## src/logic/mshr_pkg.sv

```systemverilog
// Sizing and bus encodings shared by the miss-handling memory port
// Response tag 0 means no response, so at most 15 loads can be outstanding

package mshr_pkg;

    // ====================
    // Sizing
    // ====================

    // Number of miss-status entries
    localparam int MSHR_NUM   = 4;
    // Entry index width, must cover MSHR_NUM
    localparam int MSHR_IDX_W = 2;
    localparam int ADDR_W     = 16;
    localparam int DATA_W     = 64;
    // Memory tag width, tag 0 is reserved
    localparam int TAG_W      = 4;

    // ====================
    // Encodings
    // ====================

    // Command on the memory port
    typedef enum logic [1:0] {
        BUS_NONE  = 2'h0,
        BUS_LOAD  = 2'h1,
        BUS_STORE = 2'h2
    } bus_command_e;

    // Entry FSM state codes
    localparam logic [1:0] ENTRY_IDLE = 2'h0;
    localparam logic [1:0] ENTRY_REQ  = 2'h1;
    localparam logic [1:0] ENTRY_WAIT = 2'h2;
    localparam logic [1:0] ENTRY_DONE = 2'h3;

endpackage

```

## src/logic/mem_fixed_priority_arbiter.sv

```systemverilog
// Index 0 has the highest priority, no fairness between requesters
// A grant stays held until ack_i and is released at that edge

`timescale 1ns/1ns

module mem_fixed_priority_arbiter (
    input  logic                            clk_i,
    input  logic                            rst_i,
    input  logic [mshr_pkg::MSHR_NUM-1:0]   req_i,
    input  logic                            ack_i,
    output logic [mshr_pkg::MSHR_IDX_W-1:0] grant_o,
    output logic                            valid_o
);

    logic                            held_q;
    logic [mshr_pkg::MSHR_IDX_W-1:0] held_idx_q;
    logic [mshr_pkg::MSHR_IDX_W-1:0] low_idx;

    // Lowest set request bit, scanned from the top down
    always_comb begin
        low_idx = '0;
        for (int i = mshr_pkg::MSHR_NUM - 1; i >= 0; i--) begin
            if (req_i[i]) begin
                low_idx = i[mshr_pkg::MSHR_IDX_W-1:0];
            end
        end
    end

    // Held index wins, otherwise a fresh pick
    assign grant_o = held_q ? held_idx_q : low_idx;
    assign valid_o = held_q | (|req_i);

    // Hold flag, set on an unacknowledged grant
    always_ff @(posedge clk_i) begin
        if (rst_i) begin
            held_q <= 1'b0;
        end else if (ack_i) begin
            held_q <= 1'b0;
        end else if (valid_o) begin
            held_q <= 1'b1;
        end
    end

    // Index follows the fresh pick until held
    always_ff @(posedge clk_i) begin
        if (!held_q) begin
            held_idx_q <= low_idx;
        end
    end

    // Grant must not move while memory has not answered
    a_hold_stable: assert property (@(posedge clk_i) disable iff (rst_i)
        (valid_o && !ack_i) |=> (valid_o && (grant_o == $past(grant_o))));

endmodule

```

## src/logic/mem_switch.sv

```systemverilog
// Shares one memory port among C_REQ_NUM requesters
// C_REQ_NUM must equal MSHR_NUM because the arbiter is sized from the package

`timescale 1ns/1ns

module mem_switch #(
    parameter int C_REQ_NUM = mshr_pkg::MSHR_NUM
) (
    input  logic                                          clk_i,
    input  logic                                          rst_i,
    input  mshr_pkg::bus_command_e [C_REQ_NUM-1:0]        req_cmd_i,
    input  logic [C_REQ_NUM-1:0][mshr_pkg::ADDR_W-1:0]    req_addr_i,
    input  logic [C_REQ_NUM-1:0][mshr_pkg::DATA_W-1:0]    req_data_i,
    input  logic [mshr_pkg::TAG_W-1:0]                    mem_response_i,
    output logic [C_REQ_NUM-1:0]                          memory_grant_o,
    output mshr_pkg::bus_command_e                        mem_command_o,
    output logic [mshr_pkg::ADDR_W-1:0]                   mem_addr_o,
    output logic [mshr_pkg::DATA_W-1:0]                   mem_data_o
);

    logic [C_REQ_NUM-1:0]            arbiter_req;
    logic                            arbiter_ack;
    logic [mshr_pkg::MSHR_IDX_W-1:0] grant_idx;
    logic                            grant_valid;

    mem_fixed_priority_arbiter i_arbiter (
        .clk_i   (clk_i),
        .rst_i   (rst_i),
        .req_i   (arbiter_req),
        .ack_i   (arbiter_ack),
        .grant_o (grant_idx),
        .valid_o (grant_valid)
    );

    always_comb begin
        // Every requester with a live command competes
        arbiter_req = '0;
        for (int unsigned i = 0; i < C_REQ_NUM; i++) begin
            if (req_cmd_i[i] != mshr_pkg::BUS_NONE) begin
                arbiter_req[i] = 1'b1;
            end
        end

        // Nonzero response ends the held grant
        arbiter_ack = grant_valid && (mem_response_i != '0);

        // Idle port when nobody is granted
        mem_command_o  = mshr_pkg::BUS_NONE;
        mem_addr_o     = '0;
        mem_data_o     = '0;
        memory_grant_o = '0;
        if (grant_valid) begin
            mem_command_o  = req_cmd_i[grant_idx];
            mem_addr_o     = req_addr_i[grant_idx];
            mem_data_o     = req_data_i[grant_idx];
            memory_grant_o = {{(C_REQ_NUM-1){1'b0}}, 1'b1} << grant_idx;
        end
    end

    // At most one entry owns the port and it must still be requesting
    a_grant_onehot: assert property (@(posedge clk_i) disable iff (rst_i)
        $onehot0(memory_grant_o) && ((memory_grant_o & ~arbiter_req) == '0));

endmodule

```

## src/logic/mshr_ctrl.sv

```systemverilog
// Allocates misses to the lowest free entry
// Completion outputs are registered, one cycle after the entry's tag hit

`timescale 1ns/1ns

module mshr_ctrl (
    input  logic                                                  clk_i,
    input  logic                                                  rst_i,
    input  logic                                                  miss_valid_i,
    input  logic [mshr_pkg::MSHR_NUM-1:0]                         busy_i,
    input  logic [mshr_pkg::MSHR_NUM-1:0]                         done_i,
    input  logic [mshr_pkg::MSHR_NUM-1:0][mshr_pkg::ADDR_W-1:0]   entry_done_addr_i,
    input  logic [mshr_pkg::MSHR_NUM-1:0][mshr_pkg::DATA_W-1:0]   entry_done_data_i,
    output logic [mshr_pkg::MSHR_NUM-1:0]                         alloc_o,
    output logic                                                  miss_ready_o,
    output logic                                                  done_valid_o,
    output logic [mshr_pkg::MSHR_IDX_W-1:0]                       done_idx_o,
    output logic [mshr_pkg::ADDR_W-1:0]                           done_addr_o,
    output logic [mshr_pkg::DATA_W-1:0]                           done_data_o
);

    logic [mshr_pkg::MSHR_IDX_W-1:0] free_idx;
    logic [mshr_pkg::MSHR_IDX_W-1:0] done_idx;

    // ====================
    // Allocation
    // ====================
    always_comb begin
        free_idx = '0;
        // Top down so the lowest free entry wins
        for (int i = mshr_pkg::MSHR_NUM - 1; i >= 0; i--) begin
            if (!busy_i[i]) begin
                free_idx = i[mshr_pkg::MSHR_IDX_W-1:0];
            end
        end
    end

    // Ready while any entry is free
    assign miss_ready_o = ~(&busy_i);
    assign alloc_o = (miss_valid_i && miss_ready_o) ?
                     ({{(mshr_pkg::MSHR_NUM-1){1'b0}}, 1'b1} << free_idx) : '0;

    // ====================
    // Completion
    // ====================
    always_comb begin
        done_idx = '0;
        // At most one entry hits per cycle
        for (int i = 0; i < mshr_pkg::MSHR_NUM; i++) begin
            if (done_i[i]) begin
                done_idx = i[mshr_pkg::MSHR_IDX_W-1:0];
            end
        end
    end

    always_ff @(posedge clk_i) begin
        if (rst_i) begin
            done_valid_o <= 1'b0;
        end else begin
            done_valid_o <= |done_i;
        end
    end

    // Completion payload, held between pulses
    always_ff @(posedge clk_i) begin
        if (|done_i) begin
            done_idx_o  <= done_idx;
            done_addr_o <= entry_done_addr_i[done_idx];
            done_data_o <= entry_done_data_i[done_idx];
        end
    end

    // Caller only strobes while ready
    a_miss_ready: assert property (@(posedge clk_i) disable iff (rst_i)
        miss_valid_i |-> miss_ready_o);
    // Unique tags mean one hit per cycle
    a_done_single: assert property (@(posedge clk_i) disable iff (rst_i)
        $onehot0(done_i));

endmodule

```

## src/logic/mshr_entry.sv

```systemverilog
// One miss-status entry, holds a single load or store miss
// Load data is handed out on the tag hit cycle, the control block registers it

`timescale 1ns/1ns

module mshr_entry (
    input  logic                          clk_i,
    input  logic                          rst_i,
    // Allocation from the control block
    input  logic                          alloc_i,
    input  mshr_pkg::bus_command_e        cmd_i,
    input  logic [mshr_pkg::ADDR_W-1:0]   addr_i,
    input  logic [mshr_pkg::DATA_W-1:0]   data_i,
    // Memory side
    input  logic                          grant_i,
    input  logic [mshr_pkg::TAG_W-1:0]    mem_response_i,
    input  logic [mshr_pkg::TAG_W-1:0]    mem_tag_i,
    input  logic [mshr_pkg::DATA_W-1:0]   mem_data_i,
    // Status and request
    output logic                          busy_o,
    output mshr_pkg::bus_command_e        req_cmd_o,
    output logic [mshr_pkg::ADDR_W-1:0]   req_addr_o,
    output logic [mshr_pkg::DATA_W-1:0]   req_data_o,
    // Completion
    output logic                          done_o,
    output logic [mshr_pkg::ADDR_W-1:0]   done_addr_o,
    output logic [mshr_pkg::DATA_W-1:0]   done_data_o
);

    logic [1:0]                    state_q;
    mshr_pkg::bus_command_e        cmd_q;
    logic [mshr_pkg::ADDR_W-1:0]   addr_q;
    logic [mshr_pkg::DATA_W-1:0]   data_q;
    logic [mshr_pkg::TAG_W-1:0]    tag_q;
    logic                          accepted;
    logic                          tag_hit;

    // Granted and memory gave a tag
    assign accepted = (state_q == mshr_pkg::ENTRY_REQ) && grant_i && (mem_response_i != '0);
    // Stored tag is never 0, so an idle tag bus cannot hit
    assign tag_hit = (state_q == mshr_pkg::ENTRY_WAIT) && (mem_tag_i == tag_q);

    // ====================
    // Entry FSM
    // ====================
    always_ff @(posedge clk_i) begin
        if (rst_i) begin
            state_q <= mshr_pkg::ENTRY_IDLE;
        end else begin
            case (state_q)
                mshr_pkg::ENTRY_IDLE: begin
                    if (alloc_i) begin
                        state_q <= mshr_pkg::ENTRY_REQ;
                    end
                end
                mshr_pkg::ENTRY_REQ: begin
                    // Store is finished once memory takes it
                    if (accepted) begin
                        state_q <= (cmd_q == mshr_pkg::BUS_STORE) ?
                                   mshr_pkg::ENTRY_IDLE : mshr_pkg::ENTRY_WAIT;
                    end
                end
                mshr_pkg::ENTRY_WAIT: begin
                    if (tag_hit) begin
                        state_q <= mshr_pkg::ENTRY_DONE;
                    end
                end
                // Retire cycle, matches the registered completion pulse
                default: begin
                    state_q <= mshr_pkg::ENTRY_IDLE;
                end
            endcase
        end
    end

    // Miss payload
    always_ff @(posedge clk_i) begin
        if (alloc_i) begin
            cmd_q  <= cmd_i;
            addr_q <= addr_i;
            data_q <= data_i;
        end
    end

    // Tag from the accepting response
    always_ff @(posedge clk_i) begin
        if (accepted) begin
            tag_q <= mem_response_i;
        end
    end

    assign busy_o      = (state_q != mshr_pkg::ENTRY_IDLE);
    // Request only while in the request state
    assign req_cmd_o   = (state_q == mshr_pkg::ENTRY_REQ) ? cmd_q : mshr_pkg::BUS_NONE;
    assign req_addr_o  = addr_q;
    assign req_data_o  = data_q;
    assign done_o      = tag_hit;
    assign done_addr_o = addr_q;
    assign done_data_o = mem_data_i;

    // Control block must pick a free entry and a real command
    a_alloc_free: assert property (@(posedge clk_i) disable iff (rst_i)
        alloc_i |-> ((state_q == mshr_pkg::ENTRY_IDLE) && (cmd_i != mshr_pkg::BUS_NONE)));

endmodule

```

## src/logic/mshr_top.sv

```systemverilog
// Miss-handling memory port, MSHR_NUM entries sharing one memory port
// Stores complete silently, loads report on done_valid_o

`timescale 1ns/1ns

module mshr_top (
    input  logic                            clk_i,
    input  logic                            rst_i,
    // Miss side
    input  logic                            miss_valid_i,
    input  mshr_pkg::bus_command_e          miss_cmd_i,
    input  logic [mshr_pkg::ADDR_W-1:0]     miss_addr_i,
    input  logic [mshr_pkg::DATA_W-1:0]     miss_data_i,
    output logic                            miss_ready_o,
    // Completion side
    output logic                            done_valid_o,
    output logic [mshr_pkg::MSHR_IDX_W-1:0] done_idx_o,
    output logic [mshr_pkg::ADDR_W-1:0]     done_addr_o,
    output logic [mshr_pkg::DATA_W-1:0]     done_data_o,
    // Memory side
    output mshr_pkg::bus_command_e          mem_command_o,
    output logic [mshr_pkg::ADDR_W-1:0]     mem_addr_o,
    output logic [mshr_pkg::DATA_W-1:0]     mem_data_o,
    input  logic [mshr_pkg::TAG_W-1:0]      mem_response_i,
    input  logic [mshr_pkg::TAG_W-1:0]      mem_tag_i,
    input  logic [mshr_pkg::DATA_W-1:0]     mem_data_i
);

    logic [mshr_pkg::MSHR_NUM-1:0]                        alloc;
    logic [mshr_pkg::MSHR_NUM-1:0]                        busy;
    logic [mshr_pkg::MSHR_NUM-1:0]                        grant;
    logic [mshr_pkg::MSHR_NUM-1:0]                        done;
    mshr_pkg::bus_command_e [mshr_pkg::MSHR_NUM-1:0]      req_cmd;
    logic [mshr_pkg::MSHR_NUM-1:0][mshr_pkg::ADDR_W-1:0]  req_addr;
    logic [mshr_pkg::MSHR_NUM-1:0][mshr_pkg::DATA_W-1:0]  req_data;
    logic [mshr_pkg::MSHR_NUM-1:0][mshr_pkg::ADDR_W-1:0]  done_addr;
    logic [mshr_pkg::MSHR_NUM-1:0][mshr_pkg::DATA_W-1:0]  done_data;

    mshr_ctrl i_ctrl (
        .clk_i             (clk_i),
        .rst_i             (rst_i),
        .miss_valid_i      (miss_valid_i),
        .busy_i            (busy),
        .done_i            (done),
        .entry_done_addr_i (done_addr),
        .entry_done_data_i (done_data),
        .alloc_o           (alloc),
        .miss_ready_o      (miss_ready_o),
        .done_valid_o      (done_valid_o),
        .done_idx_o        (done_idx_o),
        .done_addr_o       (done_addr_o),
        .done_data_o       (done_data_o)
    );

    // Miss fields broadcast, alloc picks the entry
    for (genvar g = 0; g < mshr_pkg::MSHR_NUM; g++) begin : g_entry
        mshr_entry i_entry (
            .clk_i          (clk_i),
            .rst_i          (rst_i),
            .alloc_i        (alloc[g]),
            .cmd_i          (miss_cmd_i),
            .addr_i         (miss_addr_i),
            .data_i         (miss_data_i),
            .grant_i        (grant[g]),
            .mem_response_i (mem_response_i),
            .mem_tag_i      (mem_tag_i),
            .mem_data_i     (mem_data_i),
            .busy_o         (busy[g]),
            .req_cmd_o      (req_cmd[g]),
            .req_addr_o     (req_addr[g]),
            .req_data_o     (req_data[g]),
            .done_o         (done[g]),
            .done_addr_o    (done_addr[g]),
            .done_data_o    (done_data[g])
        );
    end

    mem_switch #(
        .C_REQ_NUM (mshr_pkg::MSHR_NUM)
    ) i_switch (
        .clk_i          (clk_i),
        .rst_i          (rst_i),
        .req_cmd_i      (req_cmd),
        .req_addr_i     (req_addr),
        .req_data_i     (req_data),
        .mem_response_i (mem_response_i),
        .memory_grant_o (grant),
        .mem_command_o  (mem_command_o),
        .mem_addr_o     (mem_addr_o),
        .mem_data_o     (mem_data_o)
    );

endmodule

```

## config.mk

```make
export PLATFORM = sky130hd
export DESIGN_NAME = mshr_top
export DESIGN_NICKNAME = d
export VERILOG_FILES = /design/src/logic/mshr_pkg.sv /design/src/logic/mem_fixed_priority_arbiter.sv /design/src/logic/mem_switch.sv /design/src/logic/mshr_ctrl.sv /design/src/logic/mshr_entry.sv /design/src/logic/mshr_top.sv
export SDC_FILE = /design/constraint.sdc
export NUM_CORES = 1
export LEC_CHECK = 0
export BUFFER_PORTS_ARGS = -buffer_cell sky130_fd_sc_hd__buf_2
export CAP_MARGIN = 20
export CORE_MARGIN = 10
export CORE_UTILIZATION = 35
export CTS_CLUSTER_DIAMETER = 150
export CTS_CLUSTER_SIZE = 20
export DETAILED_ROUTE_END_ITERATION = 7
export HOLD_SLACK_MARGIN = 0.08
export MAX_ROUTING_LAYER = met4
export PLACE_DENSITY = 0.54
export SETUP_SLACK_MARGIN = 0.1
export SLEW_MARGIN = 10
export SYNTH_ARGS = -nofsm -noshare
export SYNTH_HDL_FRONTEND = slang
export SYNTH_SLANG_ARGS = --single-unit
```

## constraint.sdc

```tcl
create_clock -name clk_i -period 11 [get_ports clk_i]
set_input_delay 1.65 -clock clk_i [delete_from_list [all_inputs] [get_ports clk_i]]
set_output_delay 1.65 -clock clk_i [all_outputs]
set_load 0.01 [all_outputs]
```

# ---- Yosys cells after proc, flatten, opt, wreduce, memory -nomap -nowiden
# Index checks and enable logic that the tools add are counted.
dict set report op_classes {
  magnitude_cmp 2
  bitwise 2
  n_mux 55
  n_reduce_logical 35
  eq_ne 28
  n_shift 2
}
# operator n
set ops {}
lappend ops {{64-bit binary-select mux with 2-bit select} 2}
lappend ops {{64-bit two-way mux} 3}
lappend ops {{2-bit two-way mux} 33}
lappend ops {{16-bit binary-select mux with 2-bit select} 2}
lappend ops {{16-bit two-way mux} 3}
lappend ops {{2-bit one-hot mux with 3 select lines} 4}
lappend ops {{2-bit == test, second input constant} 8}
lappend ops {{4-bit == test} 4}
lappend ops {{2-bit by 1-bit inequality test with 1-bit output, second input constant} 8}
lappend ops {{2-bit nonzero test} 8}
lappend ops {{1-bit logical AND} 14}
lappend ops {{3-bit AND reduction} 4}
lappend ops {{2-bit by 1-bit == test with 1-bit output, second input constant} 4}
lappend ops {{2-bit logical NOT} 4}
lappend ops {{4-bit two-way mux} 2}
lappend ops {{2-bit inequality test, second input constant} 4}
lappend ops {{4-bit OR reduction} 2}
lappend ops {{1-bit by 2-bit << shifter with 4-bit output, first input constant} 2}
lappend ops {{2-bit by 3-bit < comparator with 1-bit output, second input constant} 2}
lappend ops {{1-bit two-way mux} 5}
lappend ops {{2-bit binary-select mux with 2-bit select} 1}
lappend ops {{4-bit AND reduction} 1}
lappend ops {{4-bit nonzero test} 1}
lappend ops {{2-bit OR reduction} 1}
lappend ops {{other kinds (2)} 2}
dict set report totals {
  input_bits 157
  wordCells 150
  regBits 438
  out_inout_bits 166
}

# ---- Longest topological paths before layout
# Gate-level depths: netlist (run 1).
dict set report logic_depth {
  word_depth 15
  ltp_mapped 8
  mapped_depth_nobuf 6
}

# ---- By module
# Synthesis (run 1) repeated with hierarchy kept, for this count alone.
dict set report hier_totals {
  cells_unflattened 1527
  area_unflattened_um2 21154.0
}
# mod area_per_inst_um2 seq_area_each_um2 instances cells_per_inst
set modules_own_cells {}
lappend modules_own_cells {mshr_entry 3368.2 2622.5 4 188}
lappend modules_own_cells {mshr_ctrl 4963.5 2482.4 1 466}
lappend modules_own_cells {mem_switch 2596.2 0.0 1 295}
lappend modules_own_cells {mem_fixed_priority_arbiter 121.4 60.1 1 14}

# ---- Least setup slack after synthesis (run 1)
# No wires, ideal clock.
dict set report synth_timing {
  path_kind {input -> register}
  startpoint {input miss_valid_i}
  endpoint {register g_entry[3].i_entry.cmd_q[0], enable pin}
  setup_time_ps 725
  arrival_time_ps 9752
  t_required_ps 10275
  cell_stages 3
  setup_slack_ps 523
  path_buffers 0
  cell_sequence {o21ai_0 -> o21bai_1 -> nor4_1}
}
dict set report synth_via {
  elab_chain_len 2
}
# item line
set synth_lines {}
lappend synth_lines {{start: declaration} mshr_top.sv:10} ;# input logic miss_valid_i,
lappend synth_lines {{1-bit logical AND} mshr_ctrl.sv:40} ;# assign alloc_o = (miss_valid_i && miss_ready_o) ?
lappend synth_lines {{4-bit two-way mux} mshr_ctrl.sv:40}
lappend synth_lines {{named net g_entry[3].i_entry.alloc_i} mshr_entry.sv:10} ;# input logic alloc_i,
lappend synth_lines {{end signal: assignment} mshr_entry.sv:79} ;# cmd_q <= cmd_i;
lappend synth_lines {{end: declaration} mshr_entry.sv:31} ;# mshr_pkg::bus_command_e cmd_q;
# The timed path passes the listed nets, and every way through them passes these cells.
# A chain may end at the register's enable or synchronous reset.

# ---- Worst setup path in the final report (run 1)
dict set report layout_timing {
  startpoint {register g_entry[2].i_entry.state_q[1]}
  endpoint {output mem_data_o[58] in the netlist's numbering}
}
dict set report layout_via {
  elab_chain_len 11
  word_cells_on_any_way 13
  cone_classes {eq/ne (1); mux (9); bitwise (1); reduce/logical (2)}
}
# item line
set layout_lines {}
lappend layout_lines {{start: declaration} mshr_entry.sv:30} ;# logic [1:0] state_q;
lappend layout_lines {{start signal: assignment} mshr_entry.sv:48} ;# state_q <= mshr_pkg::ENTRY_IDLE;
lappend layout_lines {{start signal: assignment} mshr_entry.sv:53} ;# state_q <= mshr_pkg::ENTRY_REQ;
lappend layout_lines {{start signal: assignment} mshr_entry.sv:59} ;# state_q <= (cmd_q == mshr_pkg::BUS_STORE) ?
lappend layout_lines {{2-bit by 1-bit == test with 1-bit output *} mshr_entry.sv:94} ;# assign req_cmd_o = (state_q == mshr_pkg::ENTRY_REQ) ? cmd_q : mshr_pkg::BUS_NONE;
lappend layout_lines {{2-bit two-way mux *} mshr_entry.sv:94}
lappend layout_lines {{2-bit nonzero test *} mem_switch.sv:39} ;# if (req_cmd_i[i] != mshr_pkg::BUS_NONE) begin
lappend layout_lines {{1-bit two-way mux *} mem_switch.sv:39}
lappend layout_lines {{2-bit two-way mux (3 in a row)} mem_fixed_priority_arbiter.sv:23} ;# if (req_i[i]) begin
lappend layout_lines {{2-bit two-way mux} --}
lappend layout_lines {{64-bit binary-select mux with 2-bit select} mem_switch.sv:55} ;# mem_data_o = req_data_i[grant_idx];
lappend layout_lines {{64-bit two-way mux (implied by the code)} mem_switch.sv:55}
lappend layout_lines {{64-bit two-way mux *} mem_switch.sv:52} ;# if (grant_valid) begin
lappend layout_lines {{end: declaration} mshr_top.sv:23} ;# output logic [mshr_pkg::DATA_W-1:0] mem_data_o,
# Mark *: on every way between the ends. The rest lies on a longest branch, timed or not. The select of a mux whose other input is x is not followed.

==> reports/metrics.cfg, run 1 <==
[worst_setup_path]
critPathMaxFanout=54
slowest_stage=buf_4
rr_startpoint=g_entry[3].i_entry.tag_q[3]
crit_path_end=mem_data_o[58]
ff2ff_setup_slack_ns=7.67
crit_arrival_ns=3.68
worst_r2r_endpoint=i_ctrl.done_data_o[39]
critPathMaxStageDelay_ns=0.88
critPathLaunchType=flop
crit_path_end_kind=output pin
critPathKind=reg -> out
critPathLaunch=g_entry[2].i_entry.state_q[1]
crit_chain=nand2b_4, o221ai_2, a31o_4, buf_4, mux2i_1, o21ai_1, buf_2
reg2reg_depth=5
required_ns=9.35

[sta]
fin_ws_ns=5.665
setup_viol=0
finalHoldViolCount=0
worstMarginPinSlew_ns=1.097
post-route-min-period_ns=5.335
fin_worst_skew_ns=0.02701
slew_headroom_pct=26.89
finalCritPeriodShare_pct=48.50
setup_tns_ns=0
fmax_ghz=0.1875
rsz0062_at_grt=false
drv_slew=0

[yosys]
ys_ff_latch=438
yosysWarnings=0
synth_cells=913
synth_area_sq_um=16470
avgSynthCellArea_sq_um=18.04
synth_flop_cell=edfxtp_1
synth_seq_area_share_pct=79.14
synth.net_count=1070
synth-async-reset-ratio_pct=0
synth_edf_count=426
ys_types=54

[clock_tree]
clkSinkCount=438
htreeDepth=1
cts_buffer_depth=3
cts_setup_buffers=0
root_buffer=clkbuf_16
cts_tree=done
worstSkewPairLatency_ns=0.57
clk_pin_slew_ns=0.09
post_cts_resized=0
numCtsBuffers=25
cts_hold_buf=0

[detailed_routing]
wl_per_cell_um=22.06
vias=9205
drt-pass1-iter-count=4
drc=0
drtIter0Drc=579
drt_wl_total_um=41060
via_per_inst=4.946
drtAntennaViolNets=0

[placement]
gp_congestion=0.7813
placed_cell_area_sq_um=18640
preCtsSetupSlack_ns=6.187
io_buffers=322
place_hpwl_um=27020

[global_routing]
grt.total_usage_pct=14.30
grt_max_degree=80
grt_pass1_vias=9499
antenna_found_initial=11
grt_pass1_wl_um=60570
grt-ovfl-total=0

[die]
die_y_um=236.9
rows=79
die_w_um=236.9
core_sq_um=46560
dieArea_sq_um=56130
initial_core_util_pct=35.37
ios=323

[power_and_ir_drop]
p_leak_uw=0.007177
power-per-cell-area_nw_per_um2=156.9
vdd_drop_max_mv=0.1091

[outcome]
status=finished clean

[finish]
finalNetCount=1390
fill_cells=4249
area_growth_pct=17.53
finalInstanceArea_sq_um=19350
seq_area_sq_um=13030
multi_input_area_sq_um=3099
drive_gt1_share_pct=31.70

[hold_path]
hold_class=reg -> reg

[job]
cap_violations=0

[state kept, by name (all words and copies together), names as in the netlist]
| name | flops |
|---|---|
| g_entry.i_entry.cmd_q | 8 |
| i_ctrl.done_valid_o | 1 |
| i_switch.i_arbiter.held_idx_q | 2 |
| i_ctrl.done_idx_o | 2 |
| g_entry.i_entry.done_addr_o | 64 |
| i_ctrl.done_addr_o | 16 |
| g_entry.i_entry.state_q | 8 |
| g_entry.i_entry.tag_q | 16 |
| i_switch.i_arbiter.held_q | 1 |
| g_entry.i_entry.req_data_o | 256 |
| i_ctrl.done_data_o | 64 |
[metal layers]
metal | up-vias | wire length, um | part of all wire, % | global-route usage [%]
met1 | 4549 | 17180 | 42 | 17.44
met2 | 327 | 19790 | 48 | 23.38
met4 | 0 | 554 | 1.3 | 2.644
li1 | 4292 | - | - | -
met3 | 37 | 3538 | 8.6 | 4.226
met5 | - | 0 | 0 | -
[cells by family after synthesis]
| kind of cell | synth area share [%] |
|---|---|
| DFF | 79.14 |
| AOI/OAI and AO/OA | 8.396 |
| and+or+nand+nor | 4.118 |
| muxes | 5.182 |
| buffers and inverters | 2.317 |
| xor gates and xnor gates | 0.8509 |
[worst min-delay path by stage]
| stage | startpoint | end | slack, ns | depth (start not counted) |
|---|---|---|---|---|
| after CTS | g_entry[2].i_entry.state_q[1] | g_entry[2].i_entry.state_q[1] | 0.58 | 2 |
| after detailed placement | g_entry[2].i_entry.state_q[1] | g_entry[2].i_entry.state_q[1] | 0.57 | 2 |
| final | g_entry[2].i_entry.state_q[1] | g_entry[2].i_entry.state_q[1] | 0.58 | 2 |
| after floorplan | g_entry[2].i_entry.state_q[1] | g_entry[2].i_entry.state_q[1] | 0.51 | 2 |
| after global routing | g_entry[2].i_entry.state_q[1] | g_entry[2].i_entry.state_q[1] | 0.63 | 2 |
| after global placement | g_entry[2].i_entry.state_q[1] | g_entry[2].i_entry.state_q[1] | 0.56 | 2 |
[critical path, delay by kind of cell, from the launching register on]
kind / cells / cell delay (ns)
buf+inv: 2 / 1.06
compound gates: 3 / 1.13
flops: 1 / 0.40
simple gates: 1 / 0.20
mux: 1 / 0.17
[where the power goes]
group / internal, uW / total (uW) / switching [uW]
Combinational: 79.5 / 220 / 140
Sequential: 1880 / 1890 / 12.2
Clock: 426 / 928 / 502
[cells in the mapped netlist, types with 6 or more instances]
cell type,number,area share (%)
mux2i_1,83,5.0
xnor2_1,6,0.32
buf_12,9,1.1
clkbuf_1,17,0.39
nor3b_1,13,0.59
a21oi_1,8,0.24
dfxtp_1,12,1.5
o21ai_1,82,2.5
nor3_1,19,0.58
a22oi_1,80,3.6
xor2_1,10,0.53
buf_2,14,0.43
o22ai_1,18,0.68
nor2_1,31,0.71
nand2_1,10,0.23
edfxtp_1,426,78
inv_1,6,0.14
[cell usage in the layout, fill, tap and decap left out, types with 12 or more instances in the layout]
master and count:
clkbuf_16 25, nor2_1 31, dfxtp_1 12, buf_4 15, a22oi_1 80, mux2i_1 83
buf_2 322, o21ai_1 82, o22ai_1 18, nor3b_1 12, edfxtp_1 426, nor3_1 17
[metrics by stage]
step | power, uW | std cells | hold slack, ns | utilization (%)
4_1_cts | 3084 | 1850 | 0.5845 | 41.51
6_report | 3036 | 1861 | 0.5831 | 41.57
3_3_place_gp | 2150 | 1813 | 0.5644 | 40.04
3_5_place_dp | 2154 | 1813 | 0.5729 | 40.04
2_1_floorplan | 2045 | 913 | 0.5145 | -
5_1_grt | 3164 | 1860 | 0.6281 | 41.57
[final cells by class]
cell class | instances | share of cell area [%]
Sequential cell | 438 | 67.33
Antenna cell | 11 | 0.1422
Clock buffer | 36 | 3.497
Inverter | 7 | 0.1358
Clock inverter | 1 | 0.04525
Tap cell | 607 | 3.924
Timing Repair Buffer | 337 | 8.908
Multi-Input combinational cell | 424 | 16.01
Note: power is estimated with default switching activity, not from simulation.
==> run 2: changes to the inputs <==
- clock period: 11 -> 4.3 ns (I/O delays scaled with it)
==> reports/metrics.cfg, run 2 (same netlist as run 1, synthesis figures left out) <==
[detailed_routing]
drt_wl_total_um=42320  ; +3.1%
drtIter0Drc=647  ; +12%
drt-pass1-iter-count=5  ; +1
vias=9300  ; +1.0%
wl_per_cell_um=22.79  ; +3.3%
drtAntennaViolNets=0  ; unchanged
via_per_inst=5.008  ; +1.2%
drc=0  ; unchanged

[sta]
setup_viol=0  ; unchanged
post-route-min-period_ns=3.651
fin_worst_skew_ns=0.01243  ; -0.01457 ns
rsz0062_at_grt=false
finalHoldViolCount=0  ; unchanged
drv_slew=0  ; unchanged
finalCritPeriodShare_pct=84.91
slew_headroom_pct=44.85  ; +18 points
worstMarginPinSlew_ns=0.8273  ; -0.2694 ns
fmax_ghz=0.2739

[hold_path]
hold_class=in -> reg
hold_start=mem_data_i[43]
whs_path_depth=1  ; -1

[clock_tree]
cts_buffer_depth=3  ; unchanged
cts_tree=done
post_cts_resized=0  ; unchanged
root_buffer=clkbuf_16
clk_pin_slew_ns=0.09  ; about the same
clkSinkCount=438  ; unchanged
numCtsBuffers=25  ; unchanged
cts_hold_buf=0  ; unchanged
worstSkewPairLatency_ns=0.57  ; about the same
htreeDepth=1  ; unchanged
cts_setup_buffers=0  ; unchanged

[die]
dieArea_sq_um=56130  ; unchanged
die_y_um=236.9  ; unchanged
die_w_um=236.9  ; unchanged
ios=323  ; unchanged
core_sq_um=46560  ; unchanged
initial_core_util_pct=35.37  ; unchanged
rows=79  ; unchanged

[finish]
fin_cells=1857  ; -0.21%
area_growth_pct=18.07
largest_reg_flops=256  ; unchanged
finalNetCount=1389  ; -0.072%
finalInstanceArea_sq_um=19440  ; +0.46%
final_cell_mix=426 x edfxtp_1, 322 x buf_2, 83 x mux2i_1
final_common_cell=edfxtp_1
drive_gt1_share_pct=31.59  ; -0.11 points

[worst_setup_path]
crit_chain=nand2b_4, o221ai_2, a31o_4, buf_12, mux2i_1, o21ai_1, buf_2
slowest_stage=mux2i_1
worstSetupPathDepth=7  ; unchanged
critPathKind=reg -> out
path_delay_family=compound AO/OA/AOI/OAI gates
rr_startpoint=g_entry[0].i_entry.state_q[0]
critPathLaunch=g_entry[2].i_entry.state_q[1]
critPathMaxStageDelay_ns=0.46  ; -0.42 ns
reg2reg_depth=4  ; -1
critPathLaunchType=flop
crit_arrival_ns=3.01  ; -0.67 ns
required_ns=3.65  ; -5.70 ns
critPathMaxFanout=55  ; +1.9%
crit_path_end_kind=output pin
path_buf_inv=2  ; unchanged

[placement]
gp_congestion=0.8393  ; +7.4%
place_hpwl_um=27200  ; +0.68%
io_buffers=322  ; unchanged
dp.cells=1812  ; -0.055%
placed_cell_area_sq_um=18750  ; +0.58%

[outcome]
status=finished clean

[global_routing]
grt_pass1_vias=9569  ; +0.74%
grt-ovfl-total=0  ; unchanged
antenna_found_initial=9  ; -2
grt.total_usage_pct=14.71  ; +0.41 points
grt_max_degree=86  ; +7.5%
grt_pass1_wl_um=62310  ; +2.9%

[power_and_ir_drop]
power-per-cell-area_nw_per_um2=398.7  ; +150%
vdd_drop_max_mv=0.2746  ; +150%
p_leak_uw=0.007174  ; about the same

[job]
cap_violations=0  ; unchanged

-- run 2: worst paths after layout --
check | endpoint | slack (ns)
max | mem_data_o[29] | 0.65
min | i_ctrl.done_data_o[43] | 0.26
max reg2reg | g_entry[2].i_entry.req_data_o[19] | 1.87
min reg2reg | i_ctrl.done_addr_o[7] | 0.59
-- run 2: worst register-to-register path, delay by kind of cell (launching register included) --
family	cells	cell delay [ns]
AND/OR/NAND/NOR	1	0.22
AO/OA/AOI/OAI	2	0.62
buffers and inverters	1	0.63
flip-flops	1	0.51
-- run 2: report_power, final --
part	switching (uW)	internal [uW]	leakage (uW)	total [uW]
logic	357	208	0.00286	565
registers	33.2	4800	0.00399	4830
clock network	1290	1070	0.000325	2360
-- run 2: final cells by class --
type                       instances  area, sq um
antenna                            9        22.52
clock buffer                      34        659.4
clock inverter                     2        12.51
fill                            4258        27110
inverter                           7        26.28
multi-input combinational        424         3127
sequential                       438        13030
tap                              607        759.5
timing repair buffer             336         1804
-- run 2: through the flow --
stage	utilization (%)	setup TNS, ns	total power, uW	hold WS (ns)	setup WS, ns
after floorplan	-	-25.86	5222	0.5364	-0.3141
after global placement	40.27	0	5498	0.5696	1.312
after detailed placement	40.27	0	5510	0.5756	1.289
after CTS	41.72	0	7865	0.2092	0.6435
after global routing	41.76	0	8065	0.2230	0.5287
final	41.76	0	7753	0.2572	0.6488
-- run 2: per-layer routing --
metal	GRT usage [%]	wire (um)
met5	-	0
met1	18.44	17950
met4	2.992	822
met3	4.122	3482
met2	23.52	20070
==> run 3: changes to the inputs <==
- clock period: 4.3 -> 3 ns (I/O delays scaled with it)
==> reports/metrics.cfg, run 3 (same netlist as run 1, synthesis figures left out) <==
[finish]
final_common_cell=edfxtp_1
largest_reg_flops=256  ; unchanged
drive_gt1_share_pct=39.38  ; +7.8 points
finalInstanceArea_sq_um=22640  ; +16%
finalNetCount=1593  ; +15%
final_cell_mix=426 x edfxtp_1, 317 x buf_2, 123 x dlygate4sd3_1
fin_cells=2068  ; +11%
area_growth_pct=37.45

[die]
ios=323  ; unchanged
dieArea_sq_um=56130  ; unchanged
core_sq_um=46560  ; unchanged
die_w_um=236.9  ; unchanged
rows=79  ; unchanged
die_y_um=236.9  ; unchanged
initial_core_util_pct=35.37  ; unchanged

[clock_tree]
root_buffer=clkbuf_16
cts_tree=done
cts_buffer_depth=3  ; unchanged
clkSinkCount=438  ; unchanged
clk_pin_slew_ns=0.09  ; about the same
worstSkewPairLatency_ns=0.57  ; about the same
htreeDepth=1  ; unchanged
numCtsBuffers=25  ; unchanged

[sta]
slew_headroom_pct=50.70  ; +5.9 points
drv_slew=0  ; unchanged
fin_ws_ns=0.06411  ; -0.5847 ns
post-route-min-period_ns=2.936
finalHoldViolCount=0  ; unchanged
finalCritPeriodShare_pct=97.86
rsz0062_at_grt=true
whs_ns=0.1084  ; -0.1489 ns
setup_tns_ns=0  ; unchanged
fin_worst_skew_ns=0.01852  ; +0.006089 ns
fmax_ghz=0.3406
worstMarginPinSlew_ns=0.7333  ; -0.09393 ns
setup_viol=0  ; unchanged

[global_routing]
grt_pass1_wl_um=70510  ; +13%
grt.total_usage_pct=16.91  ; +2.2 points
antenna_found_initial=6  ; -3
grt_max_degree=83  ; -3.5%
grt-ovfl-total=0  ; unchanged
grt_pass1_vias=10640  ; +11%

[worst_setup_path]
critPathLaunchType=flop
critPathKind=reg -> out
rr_startpoint=g_entry[3].i_entry.state_q[1]
reg2reg_depth=8  ; +4
critPathMaxFanout=7  ; -87%
critPathLaunch=g_entry[3].i_entry.state_q[1]
required_ns=2.55  ; -1.10 ns
crit_path_end_kind=output pin
ff2ff_setup_slack_ns=0.68  ; -1.19 ns
crit_arrival_ns=2.49  ; -0.52 ns
worst_r2r_endpoint=g_entry[3].i_entry.tag_q[0]

[detailed_routing]
drtAntennaViolNets=0  ; unchanged
drt_wl_total_um=50280  ; +19%
drtIter0Drc=683  ; +5.6%
vias=10310  ; +11%
via_per_inst=4.985  ; -0.45%
drt-pass1-iter-count=5  ; unchanged
wl_per_cell_um=24.31  ; +6.7%
drc=0  ; unchanged

[placement]
gp_congestion=0.7840  ; -6.6%
placed_cell_area_sq_um=18900  ; +0.80%
io_buffers=322  ; unchanged
dp.cells=1822  ; +0.55%
preCtsSetupSlack_ns=0.3866  ; -0.9026 ns
place_hpwl_um=28050  ; +3.1%

[job]
cap_violations=0  ; unchanged

[power_and_ir_drop]
vdd_drop_max_mv=0.4594  ; +67%
power-per-cell-area_nw_per_um2=515.8  ; +29%
p_leak_uw=0.008340  ; +16%

[hold_path]
min_to=g_entry[2].i_entry.req_data_o[54]
hold_class=in -> reg
whs_path_depth=1  ; unchanged
hold_start=miss_data_i[54]

[outcome]
status=finished clean

-- run 3: cell count changes in the layout (fill, tap and decap cells not counted), moves of 9 or more --
cell,change
buf_16,+15
clkbuf_1,+10
o21ai_2,+24
dfxtp_1,-9
dlygate4sd3_1,+123
a22oi_2,+37
mux2i_4,+15
buf_4,+38
buf_12,+17
mux2i_1,-24
mux2i_2,+9
a22oi_1,-37
o21ai_1,-24
clkbuf_16,+9
-- run 3: layout make-up --
type	instances	area (sq um)
inverters	7	26.28
multi-input cells	425	3712
fillers	3950	23920
diodes	6	15.01
well taps	607	759.5
clock buffers	45	710.7
clock inverters	1	8.758
flip-flops and latches	438	13060
repair buffers	539	4342
-- run 3: worst max-delay path by stage --
stage / endpoint / slack, ns / cells after the start
floorplan: i_ctrl.done_addr_o[0] / -1.42 / 5
global placement: mem_addr_o[8] / 0.46 / 7
detailed placement: mem_addr_o[8] / 0.39 / 7
CTS: mem_data_o[9] / 0.03 / 8
global route: mem_data_o[20] / -0.03 / 9
finish: mem_data_o[26] / 0.06 / 9
-- run 3: per-stage QoR --
| step | power, uW | utilization [%] |
|---|---|---|
| after detailed placement | 7937 | 40.60 |
| after CTS | 11680 | 46.81 |
| after global routing | 12130 | 48.62 |
| after global placement | 7925 | 40.60 |
| after floorplan | 7486 | - |
| final | 11680 | 48.62 |
-- run 3: routing by layer --
metal / global-route usage, % / up-vias / wire, um
met5: - / - / 0
met4: 2.818 / 0 / 794
met3: 3.809 / 54 / 3582
met2: 28.72 / 364 / 24990
met1: 20.59 / 5168 / 20910
li1: - / 4724 / -
-- run 3: critical path, cell delays in order (launching register included) --
cell,delay [ns]
dfxtp_4,0.36
and2b_2,0.26
o221ai_4,0.14
buf_6,0.15
o21ai_4,0.29
buf_12,0.19
clkbuf_16,0.19
a22oi_2,0.06
o21ai_1,0.10
buf_2,0.16
-- run 3: timing repair --
action | CTS | global route
gates cloned | 13 | 11
hold endpoints to repair | 303 | 0
hold buffers | 123 | 0
pin swaps | 8 | 23
setup buffers | 33 | 15
endpoints found under the setup margin | 82 | 82
gates resized for setup | 71 | 96
-- run 3: report_power, final --
group	switching (uW)	internal, uW	total, uW
registers	59.9	6870	6930
clock network	1900	1610	3510
logic	654	576	1230
total	2620	9060	11700
